## src/include/creator_consts.svh

```systemverilog
//--------------------------------------------------------------------
// Register core constants
// Bus widths, region codes, register offsets and reset values
//--------------------------------------------------------------------
`ifndef CREATOR_CONSTS_SVH
`define CREATOR_CONSTS_SVH

// Bus widths
`define CREATOR_ADDR_WIDTH      15
`define CREATOR_DATA_WIDTH      16
`define CREATOR_GPIO_WIDTH      16

// Region select, top bits of the word address
`define CREATOR_REGION_BITS     3
`define CREATOR_REGION_CONFIG   3'd0
`define CREATOR_REGION_GPIO     3'd4

// Build identifier, least significant word at offset 0
`define CREATOR_VERSION         64'h44E8_05C3_000A_0001

// 150 MHz sys clk, 3 MHz PDM clk -> ratio 50
// Decimation 150e6 / (16e3 * 50) - 1, floored
`define CREATOR_SAMPLE_RATE_RST 16'd186
`define CREATOR_GAIN_RST        16'd3

// Configuration bank offsets
`define CREATOR_CFG_SAMPLE_RATE 12'd4
`define CREATOR_CFG_GAIN        12'd5

// GPIO port offsets
`define CREATOR_GPIO_OUT        12'd0
`define CREATOR_GPIO_DIR        12'd1
`define CREATOR_GPIO_IN         12'd2

`endif

```

## src/logic/creator_pkg.sv

```systemverilog
//--------------------------------------------------------------------
// Register core types
// Bus vectors and the SPI frame state encoding
//--------------------------------------------------------------------
`include "creator_consts.svh"

package creator_pkg;

  // Word address on the internal bus
  typedef logic [`CREATOR_ADDR_WIDTH-1:0]  addr_t;

  // Data word on the internal bus
  typedef logic [`CREATOR_DATA_WIDTH-1:0]  data_t;

  // One bit per GPIO line
  typedef logic [`CREATOR_GPIO_WIDTH-1:0]  gpio_t;

  // Region code, top address bits
  typedef logic [`CREATOR_REGION_BITS-1:0] region_t;

  // Host SPI frame phases
  typedef enum logic [1:0] {
    SPI_IDLE,
    SPI_CMD,
    SPI_WAIT,
    SPI_DATA
  } spi_state_e;

endpackage

```

## src/logic/host_spi_slave.sv

```systemverilog
//--------------------------------------------------------------------
// Host SPI slave
// Mode 0 frames of 16 command bits and 16 data bits, MSB first,
// turned into single-cycle reads and writes on the register bus
//--------------------------------------------------------------------
`timescale 1ns/1ps
`include "creator_consts.svh"

module host_spi_slave (
  input  logic               clk_i,
  input  logic               rst_n_i,
  input  logic               ss_i,
  input  logic               sck_i,
  input  logic               mosi_i,
  output logic               spi_miso_o,
  output creator_pkg::addr_t bus_addr_o,
  output creator_pkg::data_t bus_wdata_o,
  output logic               bus_rd_o,
  output logic               bus_wr_o,
  input  creator_pkg::data_t bus_rdata_i,
  input  logic               bus_ack_i
);
  import creator_pkg::*;

  // Pin synchronizers
  logic       sck_meta_q;
  logic       sck_sync_q;
  logic       sck_prev_q;
  logic       ss_meta_q;
  logic       ss_sync_q;
  logic       mosi_meta_q;
  logic       mosi_sync_q;

  // Frame tracking
  spi_state_e state_q;
  logic [4:0] bit_cnt_q;
  logic       cmd_read_q;

  // Shift registers
  data_t      rx_q;
  data_t      rx_next;
  data_t      tx_q;

  logic       sck_rise;
  logic       sck_fall;
  logic       cmd_last;
  logic       frame_last;
  logic       first_data;

  //------------------------------------------------------------------
  // Synchronizers and edge detection
  //------------------------------------------------------------------
  always_ff @(posedge clk_i) begin
    if (!rst_n_i) begin
      sck_meta_q <= 1'b0;
      sck_sync_q <= 1'b0;
      sck_prev_q <= 1'b0;
      ss_meta_q  <= 1'b1;
      ss_sync_q  <= 1'b1;
    end else begin
      sck_meta_q <= sck_i;
      sck_sync_q <= sck_meta_q;
      sck_prev_q <= sck_sync_q;
      ss_meta_q  <= ss_i;
      ss_sync_q  <= ss_meta_q;
    end
  end

  // Data pin, aligned with the synchronized clock
  always_ff @(posedge clk_i) begin
    mosi_meta_q <= mosi_i;
    mosi_sync_q <= mosi_meta_q;
  end

  assign sck_rise   = sck_sync_q & ~sck_prev_q;
  assign sck_fall   = ~sck_sync_q & sck_prev_q;

  // Bit positions within the frame
  assign cmd_last   = (bit_cnt_q == 5'(`CREATOR_DATA_WIDTH - 1));
  assign frame_last = (bit_cnt_q == 5'(2 * `CREATOR_DATA_WIDTH - 1));
  assign first_data = (bit_cnt_q == 5'(`CREATOR_DATA_WIDTH));

  // Incoming word including the bit of this edge
  assign rx_next    = {rx_q[`CREATOR_DATA_WIDTH-2:0], mosi_sync_q};

  //------------------------------------------------------------------
  // Frame FSM and bus strobes
  //------------------------------------------------------------------
  always_ff @(posedge clk_i) begin
    if (!rst_n_i) begin
      state_q    <= SPI_IDLE;
      bit_cnt_q  <= '0;
      cmd_read_q <= 1'b0;
      bus_rd_o   <= 1'b0;
      bus_wr_o   <= 1'b0;
    end else begin
      // Strobes last one cycle
      bus_rd_o <= 1'b0;
      bus_wr_o <= 1'b0;
      if (ss_sync_q) begin
        // Deselect aborts any partial frame
        state_q   <= SPI_IDLE;
        bit_cnt_q <= '0;
      end else begin
        unique case (state_q)
          SPI_IDLE: begin
            state_q   <= SPI_CMD;
            bit_cnt_q <= '0;
          end
          SPI_CMD: begin
            if (sck_rise) begin
              bit_cnt_q <= bit_cnt_q + 5'd1;
              if (cmd_last) begin
                // Bit 15 of the command selects a read
                cmd_read_q <= rx_next[`CREATOR_DATA_WIDTH-1];
                if (rx_next[`CREATOR_DATA_WIDTH-1]) begin
                  state_q  <= SPI_WAIT;
                  bus_rd_o <= 1'b1;
                end else begin
                  state_q <= SPI_DATA;
                end
              end
            end
          end
          SPI_WAIT: begin
            // Ack always one cycle after the read strobe
            if (bus_ack_i) begin
              state_q <= SPI_DATA;
            end
          end
          SPI_DATA: begin
            if (sck_rise) begin
              bit_cnt_q <= bit_cnt_q + 5'd1;
              if (frame_last) begin
                state_q  <= SPI_IDLE;
                bus_wr_o <= ~cmd_read_q;
              end
            end
          end
          default: state_q <= SPI_IDLE;
        endcase
      end
    end
  end

  //------------------------------------------------------------------
  // Receive and transmit datapath
  //------------------------------------------------------------------
  always_ff @(posedge clk_i) begin
    if (sck_rise && (state_q == SPI_CMD || state_q == SPI_DATA)) begin
      rx_q <= rx_next;
    end
    // Address held from command until the end of the frame
    if (sck_rise && state_q == SPI_CMD && cmd_last) begin
      bus_addr_o <= rx_next[`CREATOR_ADDR_WIDTH-1:0];
    end
    if (sck_rise && state_q == SPI_DATA && frame_last) begin
      bus_wdata_o <= rx_next;
    end
    // Read word loaded in ack cycle, MSB first
    if (state_q == SPI_IDLE) begin
      tx_q <= '0;
    end else if (state_q == SPI_WAIT && bus_ack_i) begin
      tx_q <= bus_rdata_i;
    end else if (state_q == SPI_DATA && sck_fall && !first_data) begin
      // No shift before the first data bit is sampled
      tx_q <= {tx_q[`CREATOR_DATA_WIDTH-2:0], 1'b0};
    end
  end

  assign spi_miso_o = tx_q[`CREATOR_DATA_WIDTH-1];

endmodule

```

## src/logic/peripheral_bus.sv

```systemverilog
//--------------------------------------------------------------------
// Register bus decoder
// Steers strobes to two regions, returns registered data and ack
//--------------------------------------------------------------------
`timescale 1ns/1ps
`include "creator_consts.svh"

module peripheral_bus (
  input  logic               clk_i,
  input  logic               rst_n_i,
  input  creator_pkg::addr_t bus_addr_i,
  input  logic               bus_rd_i,
  input  logic               bus_wr_i,
  output creator_pkg::data_t bus_rdata_o,
  output logic               bus_ack_o,
  output logic               cfg_rd_o,
  output logic               cfg_wr_o,
  input  creator_pkg::data_t cfg_rdata_i,
  output logic               gpio_rd_o,
  output logic               gpio_wr_o,
  input  creator_pkg::data_t gpio_rdata_i
);
  import creator_pkg::*;

  region_t region;
  logic    hit_cfg;
  logic    hit_gpio;
  data_t   rdata_sel;

  // Region from top address bits
  assign region   = bus_addr_i[`CREATOR_ADDR_WIDTH-1 -: `CREATOR_REGION_BITS];
  assign hit_cfg  = (region == `CREATOR_REGION_CONFIG);
  assign hit_gpio = (region == `CREATOR_REGION_GPIO);

  // Per-target strobes
  assign cfg_rd_o  = bus_rd_i & hit_cfg;
  assign cfg_wr_o  = bus_wr_i & hit_cfg;
  assign gpio_rd_o = bus_rd_i & hit_gpio;
  assign gpio_wr_o = bus_wr_i & hit_gpio;

  // Unmapped regions read as zero
  always_comb begin
    if (cfg_rd_o) begin
      rdata_sel = cfg_rdata_i;
    end else if (gpio_rd_o) begin
      rdata_sel = gpio_rdata_i;
    end else begin
      rdata_sel = '0;
    end
  end

  //------------------------------------------------------------------
  // Ack one cycle after any strobe
  //------------------------------------------------------------------
  always_ff @(posedge clk_i) begin
    if (!rst_n_i) begin
      bus_ack_o <= 1'b0;
    end else begin
      bus_ack_o <= bus_rd_i | bus_wr_i;
    end
  end

  // Read word valid with the ack
  always_ff @(posedge clk_i) begin
    if (bus_rd_i) begin
      bus_rdata_o <= rdata_sel;
    end
  end

endmodule

```

## src/logic/config_regs.sv

```systemverilog
//--------------------------------------------------------------------
// Configuration bank
// Version words plus microphone sample-rate and gain registers
//--------------------------------------------------------------------
`timescale 1ns/1ps
`include "creator_consts.svh"

module config_regs (
  input  logic               clk_i,
  input  logic               rst_n_i,
  input  creator_pkg::addr_t cfg_offset_i,
  input  logic               cfg_wr_i,
  input  creator_pkg::data_t cfg_wdata_i,
  output creator_pkg::data_t cfg_rdata_o,
  output creator_pkg::data_t mic_sample_rate_o,
  output creator_pkg::data_t mic_data_gain_o
);
  import creator_pkg::*;

  // Word offset within the region
  logic [`CREATOR_ADDR_WIDTH-`CREATOR_REGION_BITS-1:0] cfg_word;
  logic [63:0]                                          version;
  data_t                                                sample_rate_q;
  data_t                                                gain_q;

  assign cfg_word = cfg_offset_i[`CREATOR_ADDR_WIDTH-`CREATOR_REGION_BITS-1:0];
  assign version  = `CREATOR_VERSION;

  //------------------------------------------------------------------
  // Writable registers
  //------------------------------------------------------------------
  always_ff @(posedge clk_i) begin
    if (!rst_n_i) begin
      sample_rate_q <= `CREATOR_SAMPLE_RATE_RST;
      gain_q        <= `CREATOR_GAIN_RST;
    end else if (cfg_wr_i) begin
      // Version words ignore writes
      if (cfg_word == `CREATOR_CFG_SAMPLE_RATE) begin
        sample_rate_q <= cfg_wdata_i;
      end
      if (cfg_word == `CREATOR_CFG_GAIN) begin
        gain_q <= cfg_wdata_i;
      end
    end
  end

  // Read mux
  always_comb begin
    unique case (cfg_word)
      12'd0:                    cfg_rdata_o = version[15:0];
      12'd1:                    cfg_rdata_o = version[31:16];
      12'd2:                    cfg_rdata_o = version[47:32];
      12'd3:                    cfg_rdata_o = version[63:48];
      `CREATOR_CFG_SAMPLE_RATE: cfg_rdata_o = sample_rate_q;
      `CREATOR_CFG_GAIN:        cfg_rdata_o = gain_q;
      default:                  cfg_rdata_o = '0;
    endcase
  end

  // Microphone configuration outputs
  assign mic_sample_rate_o = sample_rate_q;
  assign mic_data_gain_o   = gain_q;

endmodule

```

## src/logic/gpio_port.sv

```systemverilog
//--------------------------------------------------------------------
// GPIO port
// Output and direction registers, synchronized input readback
//--------------------------------------------------------------------
`timescale 1ns/1ps
`include "creator_consts.svh"

module gpio_port (
  input  logic               clk_i,
  input  logic               rst_n_i,
  input  creator_pkg::addr_t gpio_offset_i,
  input  logic               gpio_wr_i,
  input  creator_pkg::data_t gpio_wdata_i,
  input  creator_pkg::gpio_t gpio_in_i,
  output creator_pkg::data_t gpio_rdata_o,
  output creator_pkg::gpio_t gpio_out_o,
  output creator_pkg::gpio_t gpio_oe_o
);
  import creator_pkg::*;

  logic [`CREATOR_ADDR_WIDTH-`CREATOR_REGION_BITS-1:0] gpio_word;
  gpio_t                                                out_q;
  gpio_t                                                dir_q;
  gpio_t                                                in_meta_q;
  gpio_t                                                in_sync_q;

  assign gpio_word = gpio_offset_i[`CREATOR_ADDR_WIDTH-`CREATOR_REGION_BITS-1:0];

  //------------------------------------------------------------------
  // Output value and direction, 1 drives the pin
  //------------------------------------------------------------------
  always_ff @(posedge clk_i) begin
    if (!rst_n_i) begin
      out_q <= '0;
      dir_q <= '0;
    end else if (gpio_wr_i) begin
      if (gpio_word == `CREATOR_GPIO_OUT) begin
        out_q <= gpio_wdata_i;
      end
      if (gpio_word == `CREATOR_GPIO_DIR) begin
        dir_q <= gpio_wdata_i;
      end
    end
  end

  // Two-flop input synchronizer
  always_ff @(posedge clk_i) begin
    in_meta_q <= gpio_in_i;
    in_sync_q <= in_meta_q;
  end

  // Readback of all three words
  always_comb begin
    unique case (gpio_word)
      `CREATOR_GPIO_OUT: gpio_rdata_o = out_q;
      `CREATOR_GPIO_DIR: gpio_rdata_o = dir_q;
      `CREATOR_GPIO_IN:  gpio_rdata_o = in_sync_q;
      default:           gpio_rdata_o = '0;
    endcase
  end

  assign gpio_out_o = out_q;
  assign gpio_oe_o  = dir_q;

endmodule

```

## src/logic/creator_system.sv

```systemverilog
//--------------------------------------------------------------------
// Sensor-board register core, top level
// Host SPI slave, region decoder, config bank and GPIO port
//--------------------------------------------------------------------
`timescale 1ns/1ps

module creator_system (
  input  logic               clk_i,
  input  logic               rst_n_i,
  input  logic               ss_i,
  input  logic               ss1_i,
  input  logic               sck_i,
  input  logic               mosi_i,
  input  logic               nfc_miso_i,
  output logic               miso_o,
  input  creator_pkg::gpio_t gpio_in_i,
  output creator_pkg::gpio_t gpio_out_o,
  output creator_pkg::gpio_t gpio_oe_o,
  output creator_pkg::data_t mic_sample_rate_o,
  output creator_pkg::data_t mic_data_gain_o
);
  import creator_pkg::*;

  // Internal register bus
  addr_t bus_addr;
  data_t bus_wdata;
  data_t bus_rdata;
  logic  bus_rd;
  logic  bus_wr;
  logic  bus_ack;

  // Target strobes and read data
  logic  cfg_wr;
  data_t cfg_rdata;
  logic  gpio_wr;
  data_t gpio_rdata;

  logic  system_miso;

  // Board select first, then pass-through device, else idle high
  assign miso_o = !ss_i ? system_miso : (!ss1_i ? nfc_miso_i : 1'b1);

  //------------------------------------------------------------------
  // Input side
  //------------------------------------------------------------------
  host_spi_slave i_host_spi_slave (
    .clk_i      (clk_i),
    .rst_n_i    (rst_n_i),
    .ss_i       (ss_i),
    .sck_i      (sck_i),
    .mosi_i     (mosi_i),
    .spi_miso_o (system_miso),
    .bus_addr_o (bus_addr),
    .bus_wdata_o(bus_wdata),
    .bus_rd_o   (bus_rd),
    .bus_wr_o   (bus_wr),
    .bus_rdata_i(bus_rdata),
    .bus_ack_i  (bus_ack)
  );

  // Region decoder, read strobes only steer its own mux
  peripheral_bus i_peripheral_bus (
    .clk_i       (clk_i),
    .rst_n_i     (rst_n_i),
    .bus_addr_i  (bus_addr),
    .bus_rd_i    (bus_rd),
    .bus_wr_i    (bus_wr),
    .bus_rdata_o (bus_rdata),
    .bus_ack_o   (bus_ack),
    .cfg_rd_o    (),
    .cfg_wr_o    (cfg_wr),
    .cfg_rdata_i (cfg_rdata),
    .gpio_rd_o   (),
    .gpio_wr_o   (gpio_wr),
    .gpio_rdata_i(gpio_rdata)
  );

  //------------------------------------------------------------------
  // Output side
  //------------------------------------------------------------------
  config_regs i_config_regs (
    .clk_i            (clk_i),
    .rst_n_i          (rst_n_i),
    .cfg_offset_i     (bus_addr),
    .cfg_wr_i         (cfg_wr),
    .cfg_wdata_i      (bus_wdata),
    .cfg_rdata_o      (cfg_rdata),
    .mic_sample_rate_o(mic_sample_rate_o),
    .mic_data_gain_o  (mic_data_gain_o)
  );

  gpio_port i_gpio_port (
    .clk_i        (clk_i),
    .rst_n_i      (rst_n_i),
    .gpio_offset_i(bus_addr),
    .gpio_wr_i    (gpio_wr),
    .gpio_wdata_i (bus_wdata),
    .gpio_in_i    (gpio_in_i),
    .gpio_rdata_o (gpio_rdata),
    .gpio_out_o   (gpio_out_o),
    .gpio_oe_o    (gpio_oe_o)
  );

endmodule

```

## config.mk

```make
export PLATFORM = sky130hd
export DESIGN_NAME = creator_system
export DESIGN_NICKNAME = d
export VERILOG_FILES = /design/src/logic/creator_pkg.sv /design/src/logic/host_spi_slave.sv /design/src/logic/peripheral_bus.sv /design/src/logic/config_regs.sv /design/src/logic/gpio_port.sv /design/src/logic/creator_system.sv
export VERILOG_INCLUDE_DIRS = /design/src /design/src/include
export SDC_FILE = /design/constraint.sdc
export NUM_CORES = 1
export LEC_CHECK = 0
export ABC_AREA = 1
export BUFFER_PORTS_ARGS = -buffer_cell sky130_fd_sc_hd__buf_2
export CAP_MARGIN = 20
export CORE_ASPECT_RATIO = 1.75
export CORE_MARGIN = 2
export CORE_UTILIZATION = 35
export DETAILED_ROUTE_END_ITERATION = 10
export PLACE_DENSITY = 0.57
export SLEW_MARGIN = 20
export SYNTH_ARGS = -nofsm -noshare
export SYNTH_HDL_FRONTEND = slang
export SYNTH_SLANG_ARGS = --single-unit
```

## constraint.sdc

```tcl
create_clock -name clk_i -period 3.23 [get_ports clk_i]
set_clock_uncertainty 0.15 [all_clocks]
set_input_delay 0.646 -clock clk_i [delete_from_list [all_inputs] [get_ports clk_i]]
set_output_delay 0.646 -clock clk_i [all_outputs]
set_load 0.05 [all_outputs]
```

After elaboration in Yosys (flattened, before gate mapping). Cells that the tools add are included.

Register bits: 192. Latch bits: 0. Logic and storage cells: 104. Input bits: 23. Bits in writable memories: 0. Memories kept: 0. Bits in read-only memories: 0.

Mux-type cells: 18. Reduce and logical (&&, ||, !) cells: 26. Shift operators: 0. Equal/unequal tests: 18. Order comparisons: 0. Divide/modulo/power cells: 0. Bitwise operators: 17. Multiply operators: 0. Add/sub/neg operators: 1.

Operators with widths (count): case mux 16 bit (6 select lines) (1); two-way mux 16 bit (4); case mux 16 bit (3 select lines) (1); equality test 12 x 2 -> 1 bit, second input constant (2); equality test 12 x 3 -> 1 bit, second input constant (2); equality test 12 x 1 -> 1 bit, second input constant (1); logical NOT 12 bit (1); inequality test 2 x 1 -> 1 bit, second input constant (6); equality test 5 bit, second input constant (2); two-way mux 2 bit (5); inverter 1 bit (10); case mux 5 bit (2 select lines) (1); AND reduction 2 bit (5); OR reduction 5 bit (2); logical AND 1 bit (8); case mux 2 bit (4 select lines) (1); AND 1 bit (6); adder 5 x 1 -> 5 bit, second input constant (1); equality test 5 x 4 -> 1 bit, second input constant (1); two-way mux 5 bit (1); AND reduction 5 bit (1); equality test 2 bit, second input constant (2); two-way mux 1 bit (4); AND reduction 4 bit (1); 9 further kinds (11).

Logic depth before layout (Yosys ltp). Gate-level depths: netlist of the first run.

Depth after elaboration: 6. Depth in mapped cells: 10.

Modules after synthesis. A second synthesis of the first run with hierarchy kept.

Cells, all modules: 999. Area total of the unflattened synthesis: 8410.6 um2.

By module, submodules not included: host_spi_slave (area each 3084.2 um2, cells an instance 276, times used 1); gpio_port (area each 2813.9 um2, cells an instance 378, times used 1); config_regs (area each 1614.0 um2, cells an instance 255, times used 1); peripheral_bus (area each 882.1 um2, cells an instance 86, times used 1); creator_system (area each 16.3 um2, cells an instance 4, times used 1).

Worst setup path after synthesis of the first run. Ideal clock, no wire load.

Path kind: register -> register. Start point: register i_host_spi_slave.bit_cnt_q[0]. End point: register i_host_spi_slave.bus_wdata_o[0], enable pin. Required time: 2692 ps. Period minus slack after synthesis: 2233 ps. Arrival time: 1694 ps. Path slack: 997 ps. Stages on the path, launching flop included: 7. Cells stage by stage: dfxtp_1 -> ha_1 -> inv_1 -> nor3_1 -> ha_1 -> nand2_1 -> nor2_1.

Longest elaborated chain between the ends: 2.

RTL lines: from (decl) (line host_spi_slave.sv:36) `logic [4:0] bit_cnt_q;`; from (signal assigned) (line host_spi_slave.sv:112) `bit_cnt_q <= bit_cnt_q + 5'd1;`; from (signal assigned) (line host_spi_slave.sv:133) `bit_cnt_q <= bit_cnt_q + 5'd1;`; equality test 5 bit (line host_spi_slave.sv:80) `` assign frame_last = (bit_cnt_q == 5'(2 * `CREATOR_DATA_WIDTH - 1)); ``; logical AND 1 bit (line host_spi_slave.sv:157) `if (sck_rise && state_q == SPI_DATA && frame_last) begin`; to (signal assigned) (line host_spi_slave.sv:158) `bus_wdata_o <= rx_next;`; to (decl) (line host_spi_slave.sv:17) `output creator_pkg::data_t bus_wdata_o,`.

Every way passes these cells. A chain may end at the register's enable or synchronous reset.

Worst setup path after layout of the first run.
Start point: register i_host_spi_slave.bus_addr_o[1]. End point: register i_gpio_port.dir_q[4] (netlist: i_gpio_port.gpio_oe_o[4]).

Longest elaborated chain between the ends: 2.

RTL lines: from (decl) (line host_spi_slave.sv:16) `output creator_pkg::addr_t bus_addr_o,`; from (signal assigned) (line host_spi_slave.sv:155) `` bus_addr_o <= rx_next[`CREATOR_ADDR_WIDTH-1:0]; ``; equality test 12 x 1 -> 1 bit (no source line); AND reduction 2 bit (no source line); to (signal assigned) (line gpio_port.sv:41) `dir_q <= gpio_wdata_i;`; to (decl) (line gpio_port.sv:23) `gpio_t dir_q;`.

Every way passes these cells.

==> flow_metrics.py, run 1 <==
metrics = {
    "status": {
        "run_status": "complete, no violations",
    },
    "floorplan": {
        "io_pins": 88,
        "dieArea_um2": 22500,
        "core_um2": 20900,
        "start_util_pct": 35.6,
        "fp.dieW_um": 114,
        "rows": 70,
        "die_h_um": 197,
    },
    "clock_tree": {
        "postCtsHoldBufs": 0,
        "clockBufferDepth": 2,
        "ctsResizeCount": 0,
        "insertion_delay_ps": 440,
        "cts_tree": "built",
        "numCtsBuffers": 17,
        "cts_sinks": 192,
        "h-tree-depth": 4,
        "cts.clk_slew.worst_paths_ps": 70,
        "post-cts-setup-buffers": 0,
        "root_buffer": "clkbuf_16",
    },
    "setup_path": {
        "crit_fanout": 32,
        "critical-path-slowest-cell": "edfxtp_1",
        "max_stage_delay_ps": 590,
        "start_kind": "register",
        "crit_required_ps": 3400,
        "crit_buf_inv": 2,
        "crit_type": "reg -> reg",
        "critical_path_arrival_ps": 2760,
        "cpLargestDelayFamily": "simple AND/OR/NAND/NOR gates",
        "crit_chain": "inv_2, nand2_2, nor2_2, inv_2, nor2_4, nand2_2, nor2_1, nor2_1",
        "end_kind": "register",
    },
    "power": {
        "p_per_area_nw_per_um2": 528,
        "sw_frac_of_total_pct": 20.7,
        "seqPwrFrac_pct": 54.4,
        "p_int_mw": 3.66,
        "power.switching_mw": 0.956,
        "p_leak_nw": 3.59,
        "power.total_mw": 4.61,
        "pwr-share-clk_pct": 44.5,
        "p_comb_share_pct": 1.1,
        "ir_drop_uv": 288,
    },
    "cells_and_area": {
        "diodes": 0,
        "final_cell_mix": "nand2_1, dfxtp_1, nand3_1",
        "layoutNonFillerInstCount": 1198,
        "area_growth_pct": 17.2,
        "layout-drive-gt1-share_pct": 17.0,
        "final_area_um2": 8740,
        "nets": 965,
        "final_common_cell": "nand2_1",
        "final_util_pct": 41.7,
    },
    "grt": {
        "overflow": 0,
        "grt_pass1_wl_um": 32300,
        "grt_pass1_vias": 5845,
        "grt_antenna_before_repair": 0,
        "grt_max_degree": 45,
        "grt.total_usage_pct": 19.3,
    },
    "timing": {
        "period_needed_ps": 2590,
        "setup_viol": 0,
        "setup_tns_ps": 0,
        "hold_viol_final": 0,
        "period_share_pct": 80.1,
        "setup_ws_ps": 644,
        "rsz0062_at_grt": "no",
        "hold_ws_ps": 154,
        "fmax_ghz": 0.387,
        "maxSlewHeadroom_pct": 38.7,
        "max_slew.worst_pin.slew_ps": 916,
        "final_max_slew_viol_count": 0,
    },
    "detailed_routing": {
        "dr.first_iter.drc_count": 420,
        "num_vias": 5998,
        "avgViaCountPerCell": 5.01,
        "firstDrtPassIters": 5,
        "drt_drc_violations_left": 0,
        "drtAntennaViolNets": 0,
        "drt_wl_total_um": 21100,
        "avgRoutedWirePerCell_um": 17.6,
    },
    "synth": {
        "synthCells": 848,
        "synth_edf_count": 62,
        "synth_ff_type": "dfxtp_1",
        "synthArstFlopShare_pct": 0,
        "syn_nets": 880,
        "synth_warnings": 0,
        "ys_seq_area_share_pct": 59.9,
        "synth_area_per_cell_um2": 8.79,
        "synth-seq-cells": 192,
        "syn-cell-area_um2": 7450,
        "synth_cell_types": 31,
    },
    "placement": {
        "dp_cells": 1166,
        "dpl.hpwl_um": 15800,
        "place_area_um2": 8170,
        "gp_congestion": 0.871,
        "place_ws_ps": 671,
        "io_buffers": 87,
    },
    "run": {
        "drv_cap": 0,
    },
    "hold_path": {
        "hp-class": "in -> reg",
    },
}
-- path summary, 6_finish.rpt --
kind / from / end / slack (ps) / cells past startpoint
worst max-delay path: i_host_spi_slave.bus_addr_o[1] / i_gpio_port.gpio_oe_o[4] / 640 / 8
worst min-delay path: mosi_i / i_host_spi_slave.mosi_meta_q / 150 / 1
worst min register to register: i_gpio_port.in_meta_q[11] / i_gpio_port.in_sync_q[11] / 180 / 0
worst max register to register: i_host_spi_slave.bus_addr_o[1] / i_gpio_port.gpio_oe_o[4] / 640 / 8
-- power by group through the flow --
stage / registers, mW / clock network (mW) / logic, mW
6_report: 2.51 / 2.05 / 0.0507
5_1_grt: 2.51 / 2.19 / 0.0560
4_1_cts: 2.51 / 2.10 / 0.0514
3_5_place_dp: 2.56 / 0 / 0.0513
3_3_place_gp: 2.56 / 0 / 0.0510
2_1_floorplan: 2.56 / 0 / 0.0268
-- area by class of cell --
type	count	area, um^2
tap	252	315
multi-input combinational	566	2630
clock buffer	19	433
clock inverter	13	139
inverter	53	199
fill	2105	12200
timing repair buffer	103	556
sequential	192	4460
-- routing by layer --
| metal | vias to the layer above | global-route usage, % | wire length (um) | part of all wire, % |
|---|---|---|---|---|
| met5 | - | 0 | 0 | 0 |
| met4 | 0 | 12.4 | 1170 | 5.6 |
| met3 | 51 | 2.92 | 657 | 3.1 |
| met2 | 162 | 35.6 | 11600 | 55 |
| met1 | 2817 | 20.0 | 7720 | 37 |
| li1 | 2968 | - | - | - |
-- sequential cells by signal (all words and copies together) (netlist names), 15 cells and up --
| signal | count |
|---|---|
| i_host_spi_slave.tx_q | 16 |
| i_gpio_port.gpio_out_o | 16 |
| i_host_spi_slave.bus_addr_o | 15 |
| i_config_regs.mic_sample_rate_o | 16 |
| i_gpio_port.gpio_oe_o | 16 |
| i_gpio_port.in_meta_q | 16 |
| i_gpio_port.in_sync_q | 16 |
| i_host_spi_slave.rx_q | 15 |
| i_host_spi_slave.bus_wdata_o | 16 |
| i_peripheral_bus.bus_rdata_o | 16 |
| i_config_regs.mic_data_gain_o | 16 |
-- cells by family after synthesis --
family                   Yosys count  synth area share, %
flip-flops                       192                 59.9
AND/OR/NAND/NOR                  480                 28.4
adder cells (fa/ha/maj)            9                 1.51
buffers and inverters             90                 4.85
AO/OA/AOI/OAI                     77                 5.37
-- Yosys cell counts, types with 2 or more instances --
cell,number,area (um^2)
or2_2,3,18.8
nand2_2,6,37.5
a21oi_1,49,245
dfxtp_1,130,2600
a211oi_1,2,15.0
inv_1,46,173
nand4_1,14,87.6
nor2_4,3,33.8
nor3_4,2,32.5
nand3_1,125,626
nor2_2,4,25.0
buf_1,4,15.0
nor3_1,6,30.0
inv_2,7,26.3
clkbuf_1,19,71.3
o21ai_0,20,100
o211ai_1,2,15.0
edfxtp_1,62,1860
buf_2,13,65.1
o21ai_1,2,10.0
nand2_1,243,912
ha_1,9,113
nor2_1,69,259
No activity file was read; power rests on OpenSTA's default activity.
==> run 2, diff against run 1 <==
PLACE_DENSITY = 0.59   (was 0.57)
clock period = 2.1 ns   (was 3.23 ns; I/O delays follow)
==> run 2 against run 1 <==
  * Sequential share of layout area is 2.3 points lower
  * Worst setup slack got worse by 520 ps
  * Combinational power grew 110%
  * First-iteration DRC count down 27%
  * Wire length increased by 1.6%
  * Highest routed layer unchanged
  * Cell count increased by 3.1%
==> flow_metrics.py, run 2 (synthesis gave the netlist of run 1 again) <==
metrics = {
    "detailed_routing": {
        "drtAntennaViolNets": 0,
        "avgRoutedWirePerCell_um": 17.4,
        "dr.first_iter.drc_count": 307,
        "drt_drc_violations_left": 0,
        "firstDrtPassIters": 4,
        "num_vias": 6192,
        "avgViaCountPerCell": 5.01,
        "drt_wl_total_um": 21400,
    },
    "placement": {
        "dp_cells": 1185,
        "place_area_um2": 8370,
        "gp_congestion": 0.876,
        "dpl.hpwl_um": 16000,
        "io_buffers": 87,
    },
    "clock_tree": {
        "clockBufferDepth": 2,
        "h-tree-depth": 4,
        "post-cts-setup-buffers": 0,
        "cts_tree": "built",
        "root_buffer": "clkbuf_16",
        "cts_sinks": 192,
        "insertion_delay_ps": 440,
        "numCtsBuffers": 17,
        "cts.clk_slew.worst_paths_ps": 70,
    },
    "floorplan": {
        "io_pins": 88,
        "rows": 70,
        "start_util_pct": 35.6,
        "die_h_um": 197,
        "dieArea_um2": 22500,
        "core_um2": 20900,
        "fp.dieW_um": 114,
    },
    "cells_and_area": {
        "layout-drive-gt1-share_pct": 18.5,
        "nets": 1001,
        "layoutNonFillerInstCount": 1235,
        "area_growth_pct": 22.7,
        "final_area_um2": 9150,
        "regArea_um2": 4460,
        "multiInputGateArea_um2": 2650,
        "fill_cells": 2031,
        "final_common_cell": "nand2_1",
        "final_cell_mix": "nand2_1, dfxtp_1, nand3_1",
    },
    "grt": {
        "grt.total_usage_pct": 19.8,
        "grt_pass1_vias": 6063,
        "grt_pass1_wl_um": 33200,
        "grt_antenna_before_repair": 1,
        "overflow": 0,
        "grt_max_degree": 33,
    },
    "timing": {
        "final_max_slew_viol_count": 0,
        "fmax_ghz": 0.506,
        "period_needed_ps": 1980,
        "hold_viol_final": 0,
        "setup_tns_ps": 0,
        "setup_viol": 0,
        "period_share_pct": 94.2,
        "max_slew.worst_pin.slew_ps": 455,
        "rsz0062_at_grt": "yes",
        "hold_ws_ps": 21.3,
        "maxSlewHeadroom_pct": 69.6,
    },
    "setup_path": {
        "critical_path_arrival_ps": 2140,
        "start_kind": "register",
        "reg2reg_slack_ps": 120,
        "crit_type": "reg -> reg",
        "crit_fanout": 16,
        "crit_required_ps": 2260,
        "end_kind": "register",
    },
    "power": {
        "ir_drop_uv": 575,
        "power.total_mw": 7.16,
        "p_per_area_nw_per_um2": 783,
        "p_leak_nw": 3.79,
    },
    "run": {
        "drv_cap": 0,
    },
    "status": {
        "run_status": "complete, no violations",
    },
    "hold_path": {
        "hp-class": "in -> reg",
    },
}
[run 2: cell count changes in the layout (fill, tap and decap cells not counted), sizes merged]
| cell | previous run | this run |
|---|---|---|
| clkinvlp | 2 | 1 |
| inv | 55 | 57 |
| dlygate4sd3 | 0 | 17 |
| clkinv | 7 | 1 |
| diode | 0 | 1 |
| clkbuf | 19 | 26 |
| bufinv | 2 | 0 |
| buf | 103 | 122 |
[run 2: critical path: stages, from the launching register on]
cell      delay (ps)
edfxtp_1         370
nor2_1           140
nand2_2          170
nor2_4           280
o21ai_1          210
nor3_4           190
buf_12           170
nand2_1           90
nand2_1           80
[run 2: path summary, 6_finish.rpt]
path | from | endpoint | cells after the start
max reg2reg | i_host_spi_slave.bus_addr_o[11] | i_peripheral_bus.bus_rdata_o[12] | 8
min | sck_i | i_host_spi_slave.sck_meta_q | 3
min reg2reg | i_gpio_port.in_meta_q[1] | i_gpio_port.in_sync_q[1] | 0
max | i_host_spi_slave.bus_addr_o[11] | i_peripheral_bus.bus_rdata_o[12] | 8
[run 2: final cells by class]
class | instances | area share, %
multi-input cells | 566 | 28.9
clock inverters | 6 | 0.451
flip-flops and latches | 192 | 48.8
diodes | 1 | 0.0274
repair buffers | 139 | 10.2
clock buffers | 26 | 5.94
inverters | 53 | 2.17
well taps | 252 | 3.45
[run 2: repair_timing]
item | 4_1_cts | 5_1_grt
setup endpoints to repair | 0 | 10
hold endpoints to repair | 17 | 0
resized for setup | 0 | 5
hold buffers | 17 | 0
[run 2: through the flow]
| step | utilization, % | worst slack, ps |
|---|---|---|
| after floorplan | - | 120 |
| after global placement | 40.0 | 70.9 |
| after detailed placement | 40.0 | 94.2 |
| after CTS | 43.6 | 65.5 |
| after global routing | 43.7 | -7.47 |
| final | 43.7 | 122 |
[run 2: report_power, final]
| part | internal, mW | switching (mW) |
|---|---|---|
| Combinational | 0.0473 | 0.0570 |
| Clock | 1.80 | 1.40 |
| Sequential | 3.85 | 0.0144 |
| Total | 5.69 | 1.47 |
[run 2: per-layer routing]
metal  up-vias  global-route usage, %  part of all wire, %
li1       3040                      -                    -
met1      2938                   20.8                   38
met2       156                   35.0                   52
met3        58                   3.59                  3.2
met4         0                   13.8                  6.7
met5         -                      0                    0
==> run 3, diff against run 2 <==
RECOVER_POWER = 25   (was unset)
==> run 3 against run 2 <==
  * Sequential power hardly changed
  * Core utilization hardly changed
  * Non-clock buffer count stayed put
  * Critical path type unchanged
==> flow_metrics.py, run 3 (synthesis gave the netlist of run 1 again) <==
metrics = {
    "status": {
        "run_status": "complete, no violations",
    },
    "timing": {
        "hold_viol_final": 0,
        "rsz0062_at_grt": "yes",
        "hold_ws_ps": 23.6,
        "fmax_ghz": 0.506,
        "period_share_pct": 94.2,
        "setup_ws_ps": 122,
        "period_needed_ps": 1980,
        "setup_viol": 0,
        "max_slew.worst_pin.slew_ps": 455,
        "final_max_slew_viol_count": 0,
        "maxSlewHeadroom_pct": 69.6,
        "setup_tns_ps": 0,
    },
    "detailed_routing": {
        "avgRoutedWirePerCell_um": 17.3,
        "num_vias": 6201,
        "drt_drc_violations_left": 0,
        "dr.first_iter.drc_count": 307,
        "firstDrtPassIters": 4,
        "drtAntennaViolNets": 0,
        "avgViaCountPerCell": 5.02,
        "drt_wl_total_um": 21400,
    },
    "run": {
        "drv_cap": 0,
    },
    "hold_path": {
        "hp-class": "in -> reg",
        "hold_start": "sck_i",
    },
    "setup_path": {
        "crit_buf_inv": 1,
        "max_stage_delay_ps": 370,
        "reg2reg_slack_ps": 120,
        "crit_required_ps": 2260,
        "r2r_start": "i_host_spi_slave.bus_addr_o[11]",
        "reg2reg_depth": 8,
        "critical_path_arrival_ps": 2140,
        "cpLargestDelayFamily": "simple AND/OR/NAND/NOR gates",
        "worstSetupEndpoint": "i_peripheral_bus.bus_rdata_o[12]",
        "crit_chain": "nor2_1, nand2_2, nor2_4, o21ai_1, nor3_4, buf_12, nand2_1, nand2_1",
        "critical-path-slowest-cell": "edfxtp_1",
        "path_depth": 8,
        "crit_fanout": 16,
        "reg2reg_to": "i_peripheral_bus.bus_rdata_o[12]",
        "crit_type": "reg -> reg",
        "critPathLaunch": "i_host_spi_slave.bus_addr_o[11]",
        "end_kind": "register",
        "worst_path_most_repeated_cell": "nand2_1",
        "start_kind": "register",
    },
    "grt": {
        "overflow": 0,
        "grtUsageMet1_pct": 20.8,
        "grt_pass1_wl_um": 33200,
        "grt.total_usage_pct": 19.8,
        "grt_pass1_vias": 6063,
        "use_met3_pct": 3.59,
        "grt_max_degree": 33,
        "grt_use_met2_pct": 35.0,
        "top_usage_layer": "met2",
        "grt_antenna_before_repair": 1,
    },
    "cells_and_area": {
        "final_cell_mix": "nand2_1, dfxtp_1, nand3_1",
        "layout-drive-gt1-share_pct": 18.4,
        "nets": 1001,
        "final_common_cell": "nand2_1",
        "area_growth_pct": 22.7,
    },
    "floorplan": {
        "io_pins": 88,
        "start_util_pct": 35.6,
        "fp.dieW_um": 114,
        "core_um2": 20900,
        "dieArea_um2": 22500,
        "rows": 70,
        "die_h_um": 197,
    },
    "power": {
        "p_comb_share_pct": 1.5,
        "p_int_mw": 5.69,
        "pwr-share-clk_pct": 44.6,
        "p_leak_nw": 3.79,
        "p_per_area_nw_per_um2": 782,
        "ir_drop_uv": 575,
        "sw_frac_of_total_pct": 20.4,
        "power.switching_mw": 1.46,
        "seqPwrFrac_pct": 54.0,
        "power.total_mw": 7.16,
    },
    "placement": {
        "dpl.hpwl_um": 16000,
        "place_ws_ps": 94.2,
        "io_buffers": 87,
        "gp_congestion": 0.876,
    },
    "clock_tree": {
        "cts_tree": "built",
        "root_buffer": "clkbuf_16",
        "cts_sinks": 192,
        "h-tree-depth": 4,
        "clockBufferDepth": 2,
        "numCtsBuffers": 17,
        "cts.clk_slew.worst_paths_ps": 70,
        "insertion_delay_ps": 440,
    },
}
run 3: cell count changes in the layout (fill, tap and decap cells not counted):
cell and delta:
clkbuf_1 +1, buf_2 -1
run 3: area by class of cell:
type                    instances  area (um^2)
fillers                      2029        11800
flip-flops and latches        192         4460
clock buffers                  26          543
clock inverters                 6         41.3
inverters                      53          199
diodes                          1         2.50
multi-input cells             566         2650
repair buffers                139          933
well taps                     252          315
run 3: tightest hold or removal path, delay by kind of cell:
| kind | cells | cell delay (ps) |
|---|---|---|
| simple gates | 1 | 40 |
| buf+inv | 2 | 120 |
run 3: worst min-delay path by stage:
| stage | depth (start not counted) | to |
|---|---|---|
| after floorplan | 0 | i_gpio_port.in_sync_q[0] |
| after global placement | 0 | i_gpio_port.in_sync_q[4] |
| after detailed placement | 0 | i_gpio_port.in_sync_q[1] |
| after CTS | 3 | i_host_spi_slave.sck_meta_q |
| after global routing | 3 | i_host_spi_slave.sck_meta_q |
| final | 3 | i_host_spi_slave.sck_meta_q |
run 3: metrics by stage:
| stage | cells | cell area [um^2] | utilization [%] |
|---|---|---|---|
| 2_1_floorplan | 848 | 7460 | - |
| 3_3_place_gp | 1185 | 8370 | 40.0 |
| 3_5_place_dp | 1185 | 8370 | 40.0 |
| 4_1_cts | 1234 | 9130 | 43.6 |
| 5_1_grt | 1234 | 9140 | 43.7 |
| 6_report | 1235 | 9150 | 43.7 |
run 3: power by group through the flow:
stage	clock, mW	sequential, mW	combinational, mW
after floorplan	0	3.94	0.0412
after global placement	0	3.95	0.0804
after detailed placement	0	3.95	0.0811
after CTS	3.26	3.86	0.105
after global routing	3.38	3.86	0.114
final	3.19	3.86	0.104
run 3: layer usage:
layer  vias up  share of wire [%]
li1       3041                  -
met1      2939                 37
met2       161                 52
met3        60                3.5
met4         0                6.9
met5         -                  0
run 3: what timing repair did:
action	4_1_cts	5_1_grt
endpoints found under the setup margin	0	10
resized for setup	0	5
hold buffers	17	0
buffers inserted	0	0
endpoints found under the hold margin	17	0
